### config.mk
export PLATFORM = sky130hd
export DESIGN_NAME = l1_cache
export DESIGN_NICKNAME = d
export VERILOG_FILES = /design/src/hdl/l1_cache_pkg.sv /design/src/hdl/cache_ctrl_fsm.sv /design/src/hdl/cache_frame_store.sv /design/src/hdl/cache_lookup.sv /design/src/hdl/flush_counter.sv /design/src/hdl/l1_cache.sv
export VERILOG_INCLUDE_DIRS = /design/src /design/src/hdl
export SDC_FILE = /design/constraint.sdc
export NUM_CORES = 2
export LEC_CHECK = 0
export BUFFER_PORTS_ARGS = -buffer_cell sky130_fd_sc_hd__buf_4
export CELL_PAD_IN_SITES_DETAIL_PLACEMENT = 0
export CELL_PAD_IN_SITES_GLOBAL_PLACEMENT = 1
export CORE_UTILIZATION = 52
export DETAILED_ROUTE_END_ITERATION = 16
export GPL_ROUTABILITY_DRIVEN = 1
export PLACE_DENSITY = 0.78
export SLEW_MARGIN = 25
export SYNTH_ARGS = -nofsm -noshare
export SYNTH_HDL_FRONTEND = slang
export SYNTH_SLANG_ARGS = --single-unit
### constraint.sdc
create_clock -name CLK -period 12.8 [get_ports CLK]
set_clock_uncertainty 0.1 [all_clocks]
set_input_delay 1.28 -clock CLK [delete_from_list [all_inputs] [get_ports CLK]]
set_output_delay 1.28 -clock CLK [all_outputs]
set_load 0.02 [all_outputs]
### src/hdl/l1_cache_cfg.svh
// L1 data cache configuration
`ifndef L1_CACHE_CFG_SVH
`define L1_CACHE_CFG_SVH

// capacity in bits, power of two
`define L1_CACHE_BITS 1024

// words per block, power of two, at least 2
`define L1_BLOCK_WORDS 2

`define L1_WORD_BITS 32

// first uncached byte address
`define L1_NONCACHE_START 32'hF000_0000

// derived geometry
`define L1_N_SETS ((`L1_CACHE_BITS / `L1_WORD_BITS) / `L1_BLOCK_WORDS)
`define L1_SET_BITS $clog2(`L1_N_SETS)
`define L1_BLOCK_BITS $clog2(`L1_BLOCK_WORDS)
`define L1_TAG_BITS (`L1_WORD_BITS - `L1_SET_BITS - `L1_BLOCK_BITS - 2)

`endif

### src/hdl/l1_cache_pkg.sv
// L1 data cache types
`include "l1_cache_cfg.svh"

package l1_cache_pkg;

    typedef logic [`L1_WORD_BITS-1:0]   word_t;
    typedef logic [`L1_WORD_BITS-1:0]   addr_t;
    typedef logic [`L1_WORD_BITS/8-1:0] byte_en_t;
    typedef logic [`L1_SET_BITS-1:0]    set_idx_t;
    typedef logic [`L1_TAG_BITS-1:0]    tag_bits_t;
    typedef word_t [`L1_BLOCK_WORDS-1:0] block_t;

    // byte address split into cache fields
    typedef struct packed {
        tag_bits_t                tag;
        set_idx_t                 set;
        logic [`L1_BLOCK_BITS-1:0] word;
        logic [1:0]               byte_off;
    } cache_addr_t;

    typedef struct packed {
        logic      valid;
        logic      dirty;
        tag_bits_t tag;
    } frame_tag_t;

    typedef struct packed {
        frame_tag_t tag;
        block_t     data;
    } frame_t;

    typedef struct packed {
        logic     ren;
        logic     wen;
        addr_t    addr;
        word_t    wdata;
        byte_en_t byte_en;
    } cpu_req_t;

    typedef struct packed {
        logic  busy;
        word_t rdata;
    } cpu_rsp_t;

    // block wide memory side
    typedef struct packed {
        logic     ren;
        logic     wen;
        addr_t    addr;
        block_t   wdata;
        byte_en_t byte_en;
    } mem_req_t;

    typedef struct packed {
        logic   busy;
        block_t rdata;
    } mem_rsp_t;

    typedef enum logic [2:0] {
        IDLE,
        HIT,
        FETCH,
        WB,
        FLUSH_CACHE
    } ctrl_state_t;

endpackage

### src/hdl/cache_ctrl_fsm.sv
// Cache controller
`timescale 1ns/1ps
`include "l1_cache_cfg.svh"

module cache_ctrl_fsm (
    input  logic                      CLK,
    input  logic                      nRST,
    input  l1_cache_pkg::cpu_req_t    req,
    input  logic                      flush,
    input  l1_cache_pkg::mem_rsp_t    mem_rsp,
    input  l1_cache_pkg::cache_addr_t lk_dec,
    input  logic                      hit,
    input  logic                      pass_through,
    input  l1_cache_pkg::word_t       hit_word,
    input  l1_cache_pkg::frame_t      frame,
    input  l1_cache_pkg::frame_t      write_frame,
    input  l1_cache_pkg::frame_t      fill_frame,
    input  l1_cache_pkg::word_t       pass_wdata,
    input  l1_cache_pkg::set_idx_t    walk_set,
    input  logic                      walk_finish,
    output l1_cache_pkg::cpu_rsp_t    rsp,
    output l1_cache_pkg::mem_req_t    mem_req,
    output l1_cache_pkg::set_idx_t    store_sel,
    output logic                      store_wen,
    output l1_cache_pkg::frame_t      store_wval,
    output l1_cache_pkg::frame_t      store_wmask,
    output logic                      walk_clear,
    output logic                      walk_step,
    output logic                      flush_done
);
    import l1_cache_pkg::*;

    localparam set_idx_t LAST_SET = set_idx_t'(`L1_N_SETS - 1);

    ctrl_state_t state, next_state;
    addr_t       addr_q, next_addr;
    logic        flush_req, next_flush_req;
    cache_addr_t fetch_addr;
    cache_addr_t victim_addr;
    cache_addr_t walk_addr;

    always_ff @(posedge CLK, negedge nRST) begin
        if (!nRST) begin
            state     <= IDLE;
            addr_q    <= '0;
            flush_req <= 1'b0;
        end else begin
            state     <= next_state;
            addr_q    <= next_addr;
            flush_req <= next_flush_req;
        end
    end

    // block aligned addresses for the memory port
    always_comb begin
        fetch_addr          = lk_dec;
        fetch_addr.word     = '0;
        fetch_addr.byte_off = '0;
        victim_addr         = fetch_addr;
        victim_addr.tag     = frame.tag.tag;
        walk_addr           = '0;
        walk_addr.tag       = frame.tag.tag;
        walk_addr.set       = walk_set;
    end

    always_comb begin
        next_state      = state;
        next_addr       = addr_q;
        rsp.busy        = 1'b1;
        rsp.rdata       = '0;
        mem_req.ren     = 1'b0;
        mem_req.wen     = 1'b0;
        mem_req.addr    = addr_q;
        mem_req.wdata   = frame.data;
        mem_req.byte_en = '1;
        store_sel       = lk_dec.set;
        store_wen       = 1'b0;
        store_wval      = '0;
        store_wmask     = '1;
        walk_clear      = 1'b0;
        walk_step       = 1'b0;
        flush_done      = 1'b0;

        case (state)
            IDLE: begin
                // invalidate one set per cycle after reset
                store_sel   = walk_set;
                store_wen   = 1'b1;
                store_wmask = '0;
                walk_step   = 1'b1;
                if (walk_set == LAST_SET) begin
                    next_state = HIT;
                end
            end
            HIT: begin
                walk_clear = 1'b1;
                // finish left over from the reset walk
                flush_done = walk_finish;
                if (flush || flush_req) begin
                    next_state = FLUSH_CACHE;
                end else if (req.ren || req.wen) begin
                    if (pass_through) begin
                        mem_req.ren     = req.ren;
                        mem_req.wen     = req.wen;
                        mem_req.addr    = req.addr;
                        mem_req.wdata   = {`L1_BLOCK_WORDS{pass_wdata}};
                        mem_req.byte_en = req.byte_en;
                        rsp.busy        = mem_rsp.busy;
                        rsp.rdata       = mem_rsp.rdata[lk_dec.word];
                    end else if (hit) begin
                        rsp.busy = 1'b0;
                        if (req.wen) begin
                            store_wen                     = 1'b1;
                            store_wval                    = write_frame;
                            store_wmask.tag.dirty         = 1'b0;
                            store_wmask.data[lk_dec.word] = '0;
                        end else begin
                            rsp.rdata = hit_word;
                        end
                    end else if (frame.tag.valid && frame.tag.dirty) begin
                        next_addr  = addr_t'(victim_addr);
                        next_state = WB;
                    end else begin
                        next_addr  = addr_t'(fetch_addr);
                        next_state = FETCH;
                    end
                end
            end
            FETCH: begin
                mem_req.ren = 1'b1;
                if (!mem_rsp.busy) begin
                    store_wen   = 1'b1;
                    store_wval  = fill_frame;
                    store_wmask = '0;
                    next_state  = HIT;
                end
            end
            WB: begin
                mem_req.wen = 1'b1;
                if (!mem_rsp.busy) begin
                    // victim leaves clean and invalid, retry then fetches
                    store_wen             = 1'b1;
                    store_wmask.tag.valid = 1'b0;
                    store_wmask.tag.dirty = 1'b0;
                    next_state            = HIT;
                end
            end
            FLUSH_CACHE: begin
                store_sel = walk_set;
                if (walk_finish) begin
                    flush_done = 1'b1;
                    walk_clear = 1'b1;
                    next_state = HIT;
                end else if (frame.tag.valid && frame.tag.dirty) begin
                    mem_req.wen  = 1'b1;
                    mem_req.addr = addr_t'(walk_addr);
                    if (!mem_rsp.busy) begin
                        store_wen   = 1'b1;
                        store_wmask = '0;
                        walk_step   = 1'b1;
                    end
                end else begin
                    store_wen   = 1'b1;
                    store_wmask = '0;
                    walk_step   = 1'b1;
                end
            end
            default: begin
                next_state = IDLE;
            end
        endcase
    end

    // flush request held until the walk completes
    always_comb begin
        next_flush_req = flush_req;
        if (flush) begin
            next_flush_req = 1'b1;
        end
        if (state == FLUSH_CACHE && walk_finish) begin
            next_flush_req = 1'b0;
        end
    end

endmodule

### src/hdl/cache_frame_store.sv
// Cache frame store
`timescale 1ns/1ps
`include "l1_cache_cfg.svh"

module cache_frame_store (
    input  logic                  CLK,
    input  logic                  nRST,
    input  l1_cache_pkg::set_idx_t sel,
    input  logic                  wen,
    input  l1_cache_pkg::frame_t  wval,
    input  l1_cache_pkg::frame_t  wmask,
    output l1_cache_pkg::frame_t  rval
);
    import l1_cache_pkg::*;

    // tag and data words kept apart from the state flags
    typedef struct packed {
        tag_bits_t tag;
        block_t    data;
    } payload_t;

    payload_t                arr [`L1_N_SETS];
    logic [`L1_N_SETS-1:0]   valid_q;
    logic [`L1_N_SETS-1:0]   dirty_q;
    payload_t                cur_p;
    payload_t                wr_p;
    payload_t                mask_p;

    assign cur_p  = arr[sel];
    assign wr_p   = {wval.tag.tag, wval.data};
    assign mask_p = {wmask.tag.tag, wmask.data};

    always_comb begin
        rval.tag.valid = valid_q[sel];
        rval.tag.dirty = dirty_q[sel];
        rval.tag.tag   = cur_p.tag;
        rval.data      = cur_p.data;
    end

    // a mask bit of 0 lets the new bit through
    always_ff @(posedge CLK) begin
        if (wen) begin
            arr[sel] <= (cur_p & mask_p) | (wr_p & ~mask_p);
        end
    end

    always_ff @(posedge CLK, negedge nRST) begin
        if (!nRST) begin
            valid_q <= '0;
            dirty_q <= '0;
        end else if (wen) begin
            if (!wmask.tag.valid) begin
                valid_q[sel] <= wval.tag.valid;
            end
            if (!wmask.tag.dirty) begin
                dirty_q[sel] <= wval.tag.dirty;
            end
        end
    end

endmodule

### src/hdl/cache_lookup.sv
// Cache lookup and byte lane merge
`timescale 1ns/1ps
`include "l1_cache_cfg.svh"

module cache_lookup (
    input  l1_cache_pkg::cpu_req_t    req,
    input  l1_cache_pkg::frame_t      frame,
    input  l1_cache_pkg::block_t      mem_block,
    output l1_cache_pkg::cache_addr_t dec,
    output logic                      hit,
    output logic                      pass_through,
    output l1_cache_pkg::word_t       hit_word,
    output l1_cache_pkg::frame_t      write_frame,
    output l1_cache_pkg::frame_t      fill_frame,
    output l1_cache_pkg::word_t       pass_wdata
);
    import l1_cache_pkg::*;

    word_t lane_mask;

    function automatic word_t merge_lanes(word_t old_w, word_t new_w, word_t mask);
        return (old_w & ~mask) | (new_w & mask);
    endfunction

    assign dec = cache_addr_t'(req.addr);

    // uncached region sits at the top of the address map
    assign pass_through = req.addr >= `L1_NONCACHE_START;

    assign hit = !pass_through && frame.tag.valid && (frame.tag.tag == dec.tag);

    assign hit_word = frame.data[dec.word];

    // one byte of mask per enabled lane
    always_comb begin
        lane_mask = '0;
        for (int i = 0; i < `L1_WORD_BITS / 8; i++) begin
            lane_mask[8*i +: 8] = {8{req.byte_en[i]}};
        end
    end

    // write hit keeps the frame and merges the new lanes
    always_comb begin
        write_frame = frame;
        write_frame.data[dec.word] = merge_lanes(frame.data[dec.word], req.wdata,
                                                 lane_mask);
        write_frame.tag.dirty = 1'b1;
    end

    // fill takes the fetched block, pending write lanes on top
    always_comb begin
        fill_frame.tag.valid = 1'b1;
        fill_frame.tag.dirty = req.wen;
        fill_frame.tag.tag   = dec.tag;
        fill_frame.data      = mem_block;
        if (req.wen) begin
            fill_frame.data[dec.word] = merge_lanes(mem_block[dec.word], req.wdata,
                                                    lane_mask);
        end
    end

    // disabled lanes go out as zero
    assign pass_wdata = req.wdata & lane_mask;

endmodule

### src/hdl/flush_counter.sv
// Set index walker
`timescale 1ns/1ps
`include "l1_cache_cfg.svh"

module flush_counter (
    input  logic                   CLK,
    input  logic                   nRST,
    input  logic                   clear,
    input  logic                   step,
    output l1_cache_pkg::set_idx_t set_num,
    output logic                   finish
);
    localparam l1_cache_pkg::set_idx_t LAST_SET =
        l1_cache_pkg::set_idx_t'(`L1_N_SETS - 1);

    always_ff @(posedge CLK, negedge nRST) begin
        if (!nRST) begin
            set_num <= '0;
            finish  <= 1'b0;
        end else if (clear) begin
            set_num <= '0;
            finish  <= 1'b0;
        end else if (step && !finish) begin
            // finish holds until the next clear
            if (set_num == LAST_SET) begin
                set_num <= '0;
                finish  <= 1'b1;
            end else begin
                set_num <= set_num + 1'b1;
            end
        end
    end

endmodule

### src/hdl/l1_cache.sv
// L1 data cache top
`timescale 1ns/1ps
`include "l1_cache_cfg.svh"

module l1_cache (
    input  logic                   CLK,
    input  logic                   nRST,
    input  l1_cache_pkg::cpu_req_t cpu_req,
    output l1_cache_pkg::cpu_rsp_t cpu_rsp,
    output l1_cache_pkg::mem_req_t mem_req,
    input  l1_cache_pkg::mem_rsp_t mem_rsp,
    input  logic                   flush,
    output logic                   flush_done
);
    l1_cache_pkg::cache_addr_t lk_dec;
    logic                      hit;
    logic                      pass_through;
    l1_cache_pkg::word_t       hit_word;
    l1_cache_pkg::word_t       pass_wdata;
    l1_cache_pkg::frame_t      frame;
    l1_cache_pkg::frame_t      write_frame;
    l1_cache_pkg::frame_t      fill_frame;
    l1_cache_pkg::set_idx_t    store_sel;
    logic                      store_wen;
    l1_cache_pkg::frame_t      store_wval;
    l1_cache_pkg::frame_t      store_wmask;
    l1_cache_pkg::set_idx_t    walk_set;
    logic                      walk_finish;
    logic                      walk_clear;
    logic                      walk_step;

    cache_lookup u_lookup (
        .req          (cpu_req),
        .frame        (frame),
        .mem_block    (mem_rsp.rdata),
        .dec          (lk_dec),
        .hit          (hit),
        .pass_through (pass_through),
        .hit_word     (hit_word),
        .write_frame  (write_frame),
        .fill_frame   (fill_frame),
        .pass_wdata   (pass_wdata)
    );

    cache_frame_store u_store (
        .CLK   (CLK),
        .nRST  (nRST),
        .sel   (store_sel),
        .wen   (store_wen),
        .wval  (store_wval),
        .wmask (store_wmask),
        .rval  (frame)
    );

    flush_counter u_walk (
        .CLK     (CLK),
        .nRST    (nRST),
        .clear   (walk_clear),
        .step    (walk_step),
        .set_num (walk_set),
        .finish  (walk_finish)
    );

    cache_ctrl_fsm u_ctrl (
        .CLK          (CLK),
        .nRST         (nRST),
        .req          (cpu_req),
        .flush        (flush),
        .mem_rsp      (mem_rsp),
        .lk_dec       (lk_dec),
        .hit          (hit),
        .pass_through (pass_through),
        .hit_word     (hit_word),
        .frame        (frame),
        .write_frame  (write_frame),
        .fill_frame   (fill_frame),
        .pass_wdata   (pass_wdata),
        .walk_set     (walk_set),
        .walk_finish  (walk_finish),
        .rsp          (cpu_rsp),
        .mem_req      (mem_req),
        .store_sel    (store_sel),
        .store_wen    (store_wen),
        .store_wval   (store_wval),
        .store_wmask  (store_wmask),
        .walk_clear   (walk_clear),
        .walk_step    (walk_step),
        .flush_done   (flush_done)
    );

endmodule

==> key figures <==
Outcome
  – Run status: finished clean

Clocking
  – Root Driver: clkbuf_16
  – CTS tree: yes
  – CTS clk-pin slew, worst paths: 0.06 ns
  – Clock Latency Late Sink: 0.76 ns
  – CTS Hold Bufs: 0
  – CTS max path bufs: 3
  – CTS resizes: 0
  – CTS sink cnt: 1494
  – CTS H-Tree Depth: 4
  – CTS buffer count: 148
  – Post-CTS Setup Bufs: 0

Logic synthesis
  – Synthesized area per cell: 15.37 sq um
  – Cells after Synth: 3846
  – Net Count, Synth: 3985
  – Synth cell types: 58
  – Count of state elements after synthesis: 1494
  – Post-synth EDFFs: 1424
  – Top FF cell, synth: edfxtp_1
  – Post-synth ARST share: 0.04685
  – Synthesized area: 59110 sq um
  – Ys Warns: 0
  – Sequential element share of the synthesized area: 0.7531

Die
  – Die W: 339.1 um
  – Die height: 339.1 um
  – Row count: 123
  – Initial Util: 0.5247
  – Top Ports: 274
  – Core ar.: 112700 sq um
  – Die area: 115000 sq um

Critical path
  – Worst path arrival time: 7.26 ns
  – Startpoint types: flop
  – Largest fanout on the critical path: 72
  – Setup CP Type: flop to primary output
  – Worst Path Required: 11.42 ns
  – FF-to-FF Start: u_ctrl.state[1]$_DFFE_PN0P_
  – R2r endpoint: u_store.arr[6][23]$_DFFE_PP_
  – Critical Path End Type: primary output
  – Reg2Reg Setup Slack: 5.00 ns
  – R2R depth: 14

Pwr
  – Pwr Total: 0.01885 W
  – VDD IR max: 0.2056 mV
  – Leak: 22.77 nW
  – Power per cell area: 275.2 nW/um^2

Timing
  – Worst slew pin tran: 1.144 ns
  – Slew HR: 0.2372
  – Tmin final: 8.640 ns
  – Unrepaired setup endpoints after global routing: false
  – Highest Clock Rate: 0.1157 GHz
  – Total Neg Setup Slack: 0 ns
  – Final Max Tran Viols: 0
  – Final setup violating endpoints: 0
  – Final setup margin: 4.160 ns
  – Fin crit share: 0.6750
  – Endpoints failing hold: 0

Routing
  – DR vias: 38899
  – Number of remaining DRC errors: 0
  – Uppermost layer routed: met5
  – M1 WL: 71750 um
  – Average routed wire per standard cell: 30.52 um
  – Antenna viol nets, final: 0
  – Starting DRC count in detailed routing: 5303
  – Met2 WL post-DR: 79420 um
  – Final WL: 176700 um
  – Via density: 6.718
  – First-pass DRT Iterations: 5
  – WL met3: 21150 um

Place
  – PortBufs: 273
  – Final HPWL DP: 99200 um
  – Placer Congestion: 0.9134
  – Cells after DPL: 5513
  – DP Worst Slack: 5.100 ns

Worst hold path
  – Worst hold path depth: 1
  – HP Start: u_ctrl.addr_q[30]$_DFFE_PN0P_
  – Worst Hold Endpoint: u_ctrl.addr_q[30]$_DFFE_PN0P_
  – Hold crit path type: flop to flop

Global routing
  – GRT overflow: 0
  – Vias in the first global route: 36948
  – First-pass GRT wire length: 254500 um
  – Initial antenna violation count: 5
  – All-Layer GR Usage: 0.3013
  – Largest net degree at the start of global routing: 184

Job
  – Max-Cap Viols: 0

Finish
  – Post-route insts no fill: 5790
  – Area Growth Syn to Fin: 15.90%
  – Most common cell after layout, fill and taps aside: edfxtp_1
  – Proportion of layout cells with a drive suffix above 1: 0.1967
  – Nets: 4309
  – Fillers: 8341
  – Most frequent cells in the layout: edfxtp_1 (1424), a22oi_1 (514), buf_4 (441)
area by class of cell:
cell class | count | area (sq um) | share of cell area
clock buffer | 190 | 3978 | 0.05806
antenna | 4 | 10.01 | 0.0001461
timing repair buffer | 456 | 3508 | 0.05121
tap | 1500 | 1877 | 0.02740
sequential | 1494 | 44510 | 0.6498
clock inverter | 76 | 620.6 | 0.009059
multi-input combinational | 2050 | 13920 | 0.2032
inverter | 20 | 75.07 | 0.001096
layer usage:
metal,up-vias,track usage
li1,16415,-
met1,19607,0.4497
met2,2574,0.4481
met3,299,0.06541
met4,4,0.08522
met5,-,0
where the power goes:
group	internal [W]	total (W)	switching [W]
logic	0.00209	0.00729	0.00520
clock network	0.00236	0.00415	0.00179
registers	0.00714	0.00742	0.000275
critical path, cell delays in order (launching register included):
cell and delay, ns:
dfrtp_1 0.72, or2_1 0.74, mux2_4 0.69, buf_4 0.86, o22ai_1 0.22, o21ai_1 0.22
nand4_1 0.13, buf_4 0.32, or3_1 0.45, nor4_4 0.38, and2_1 0.18, buf_4 0.30
nand2_2 0.56, o22ai_1 0.42, buf_4 0.19
state kept, by name (all words and copies together), names as in the netlist:
signal,flops
u_ctrl.addr_q,29
u_walk.finish,1
u_store.dirty_q,16
u_store.arr,1424
u_store.valid_q,16
u_ctrl.flush_req,1
u_ctrl.state,3
u_walk.set_num,4
through the flow:
| stage | cell area (sq um) | hold slack, ns | util |
|---|---|---|---|
| final | 68500 | 0.3876 | 0.6081 |
| after global routing | 68500 | 0.4106 | 0.6081 |
| after CTS | 68330 | 0.3931 | 0.6065 |
| after detailed placement | 63730 | 0.3782 | 0.5657 |
| after global placement | 63480 | 0.3697 | 0.5635 |
| after floorplan | 59110 | 0.3580 | - |
cell usage after synthesis (all sizes together) (36+ instances only):
cell / count / share of area
a21oi: 266 / 0.023
a22oi: 514 / 0.065
buf: 67 / 0.0052
clkbuf: 215 / 0.014
dfrtp: 70 / 0.030
edfxtp: 1424 / 0.72
mux2: 113 / 0.022
nand2: 200 / 0.013
nor2: 60 / 0.0038
nor4: 67 / 0.0073
o211ai: 36 / 0.0046
o21ai: 247 / 0.021
o221ai: 48 / 0.0071
o22ai: 249 / 0.026
cells by family after synthesis:
group           Yosys count  share of synthesized area
flops                  1494                     0.7531
compound gates         1442                     0.1597
simple gates            432                    0.03542
buf+inv                 302                    0.02011
mux                     148                    0.02752
xor+xnor                 27                   0.004001
fa+ha+maj                 1                  0.0002117
worst max-delay path by stage:
stage                                endpoint  cells after the start  slack [ns]                   startpoint
2_1_floorplan  u_store.dirty_q[9]$_DFFE_PN0P_                     13        2.27                  cpu_req[39]
3_3_place_gp     u_store.arr[6][28]$_DFFE_PP_                     14        5.29  u_ctrl.state[1]$_DFFE_PN0P_
3_5_place_dp     u_store.arr[6][55]$_DFFE_PP_                     14        5.10  u_ctrl.state[1]$_DFFE_PN0P_
4_1_cts                            cpu_rsp[9]                     14        4.29  u_ctrl.state[1]$_DFFE_PN0P_
5_1_grt                            cpu_rsp[9]                     14        3.88  u_ctrl.state[1]$_DFFE_PN0P_
6_report                           cpu_rsp[9]                     14        4.16  u_ctrl.state[1]$_DFFE_PN0P_
No activity file was read; power rests on OpenSTA's default activity.
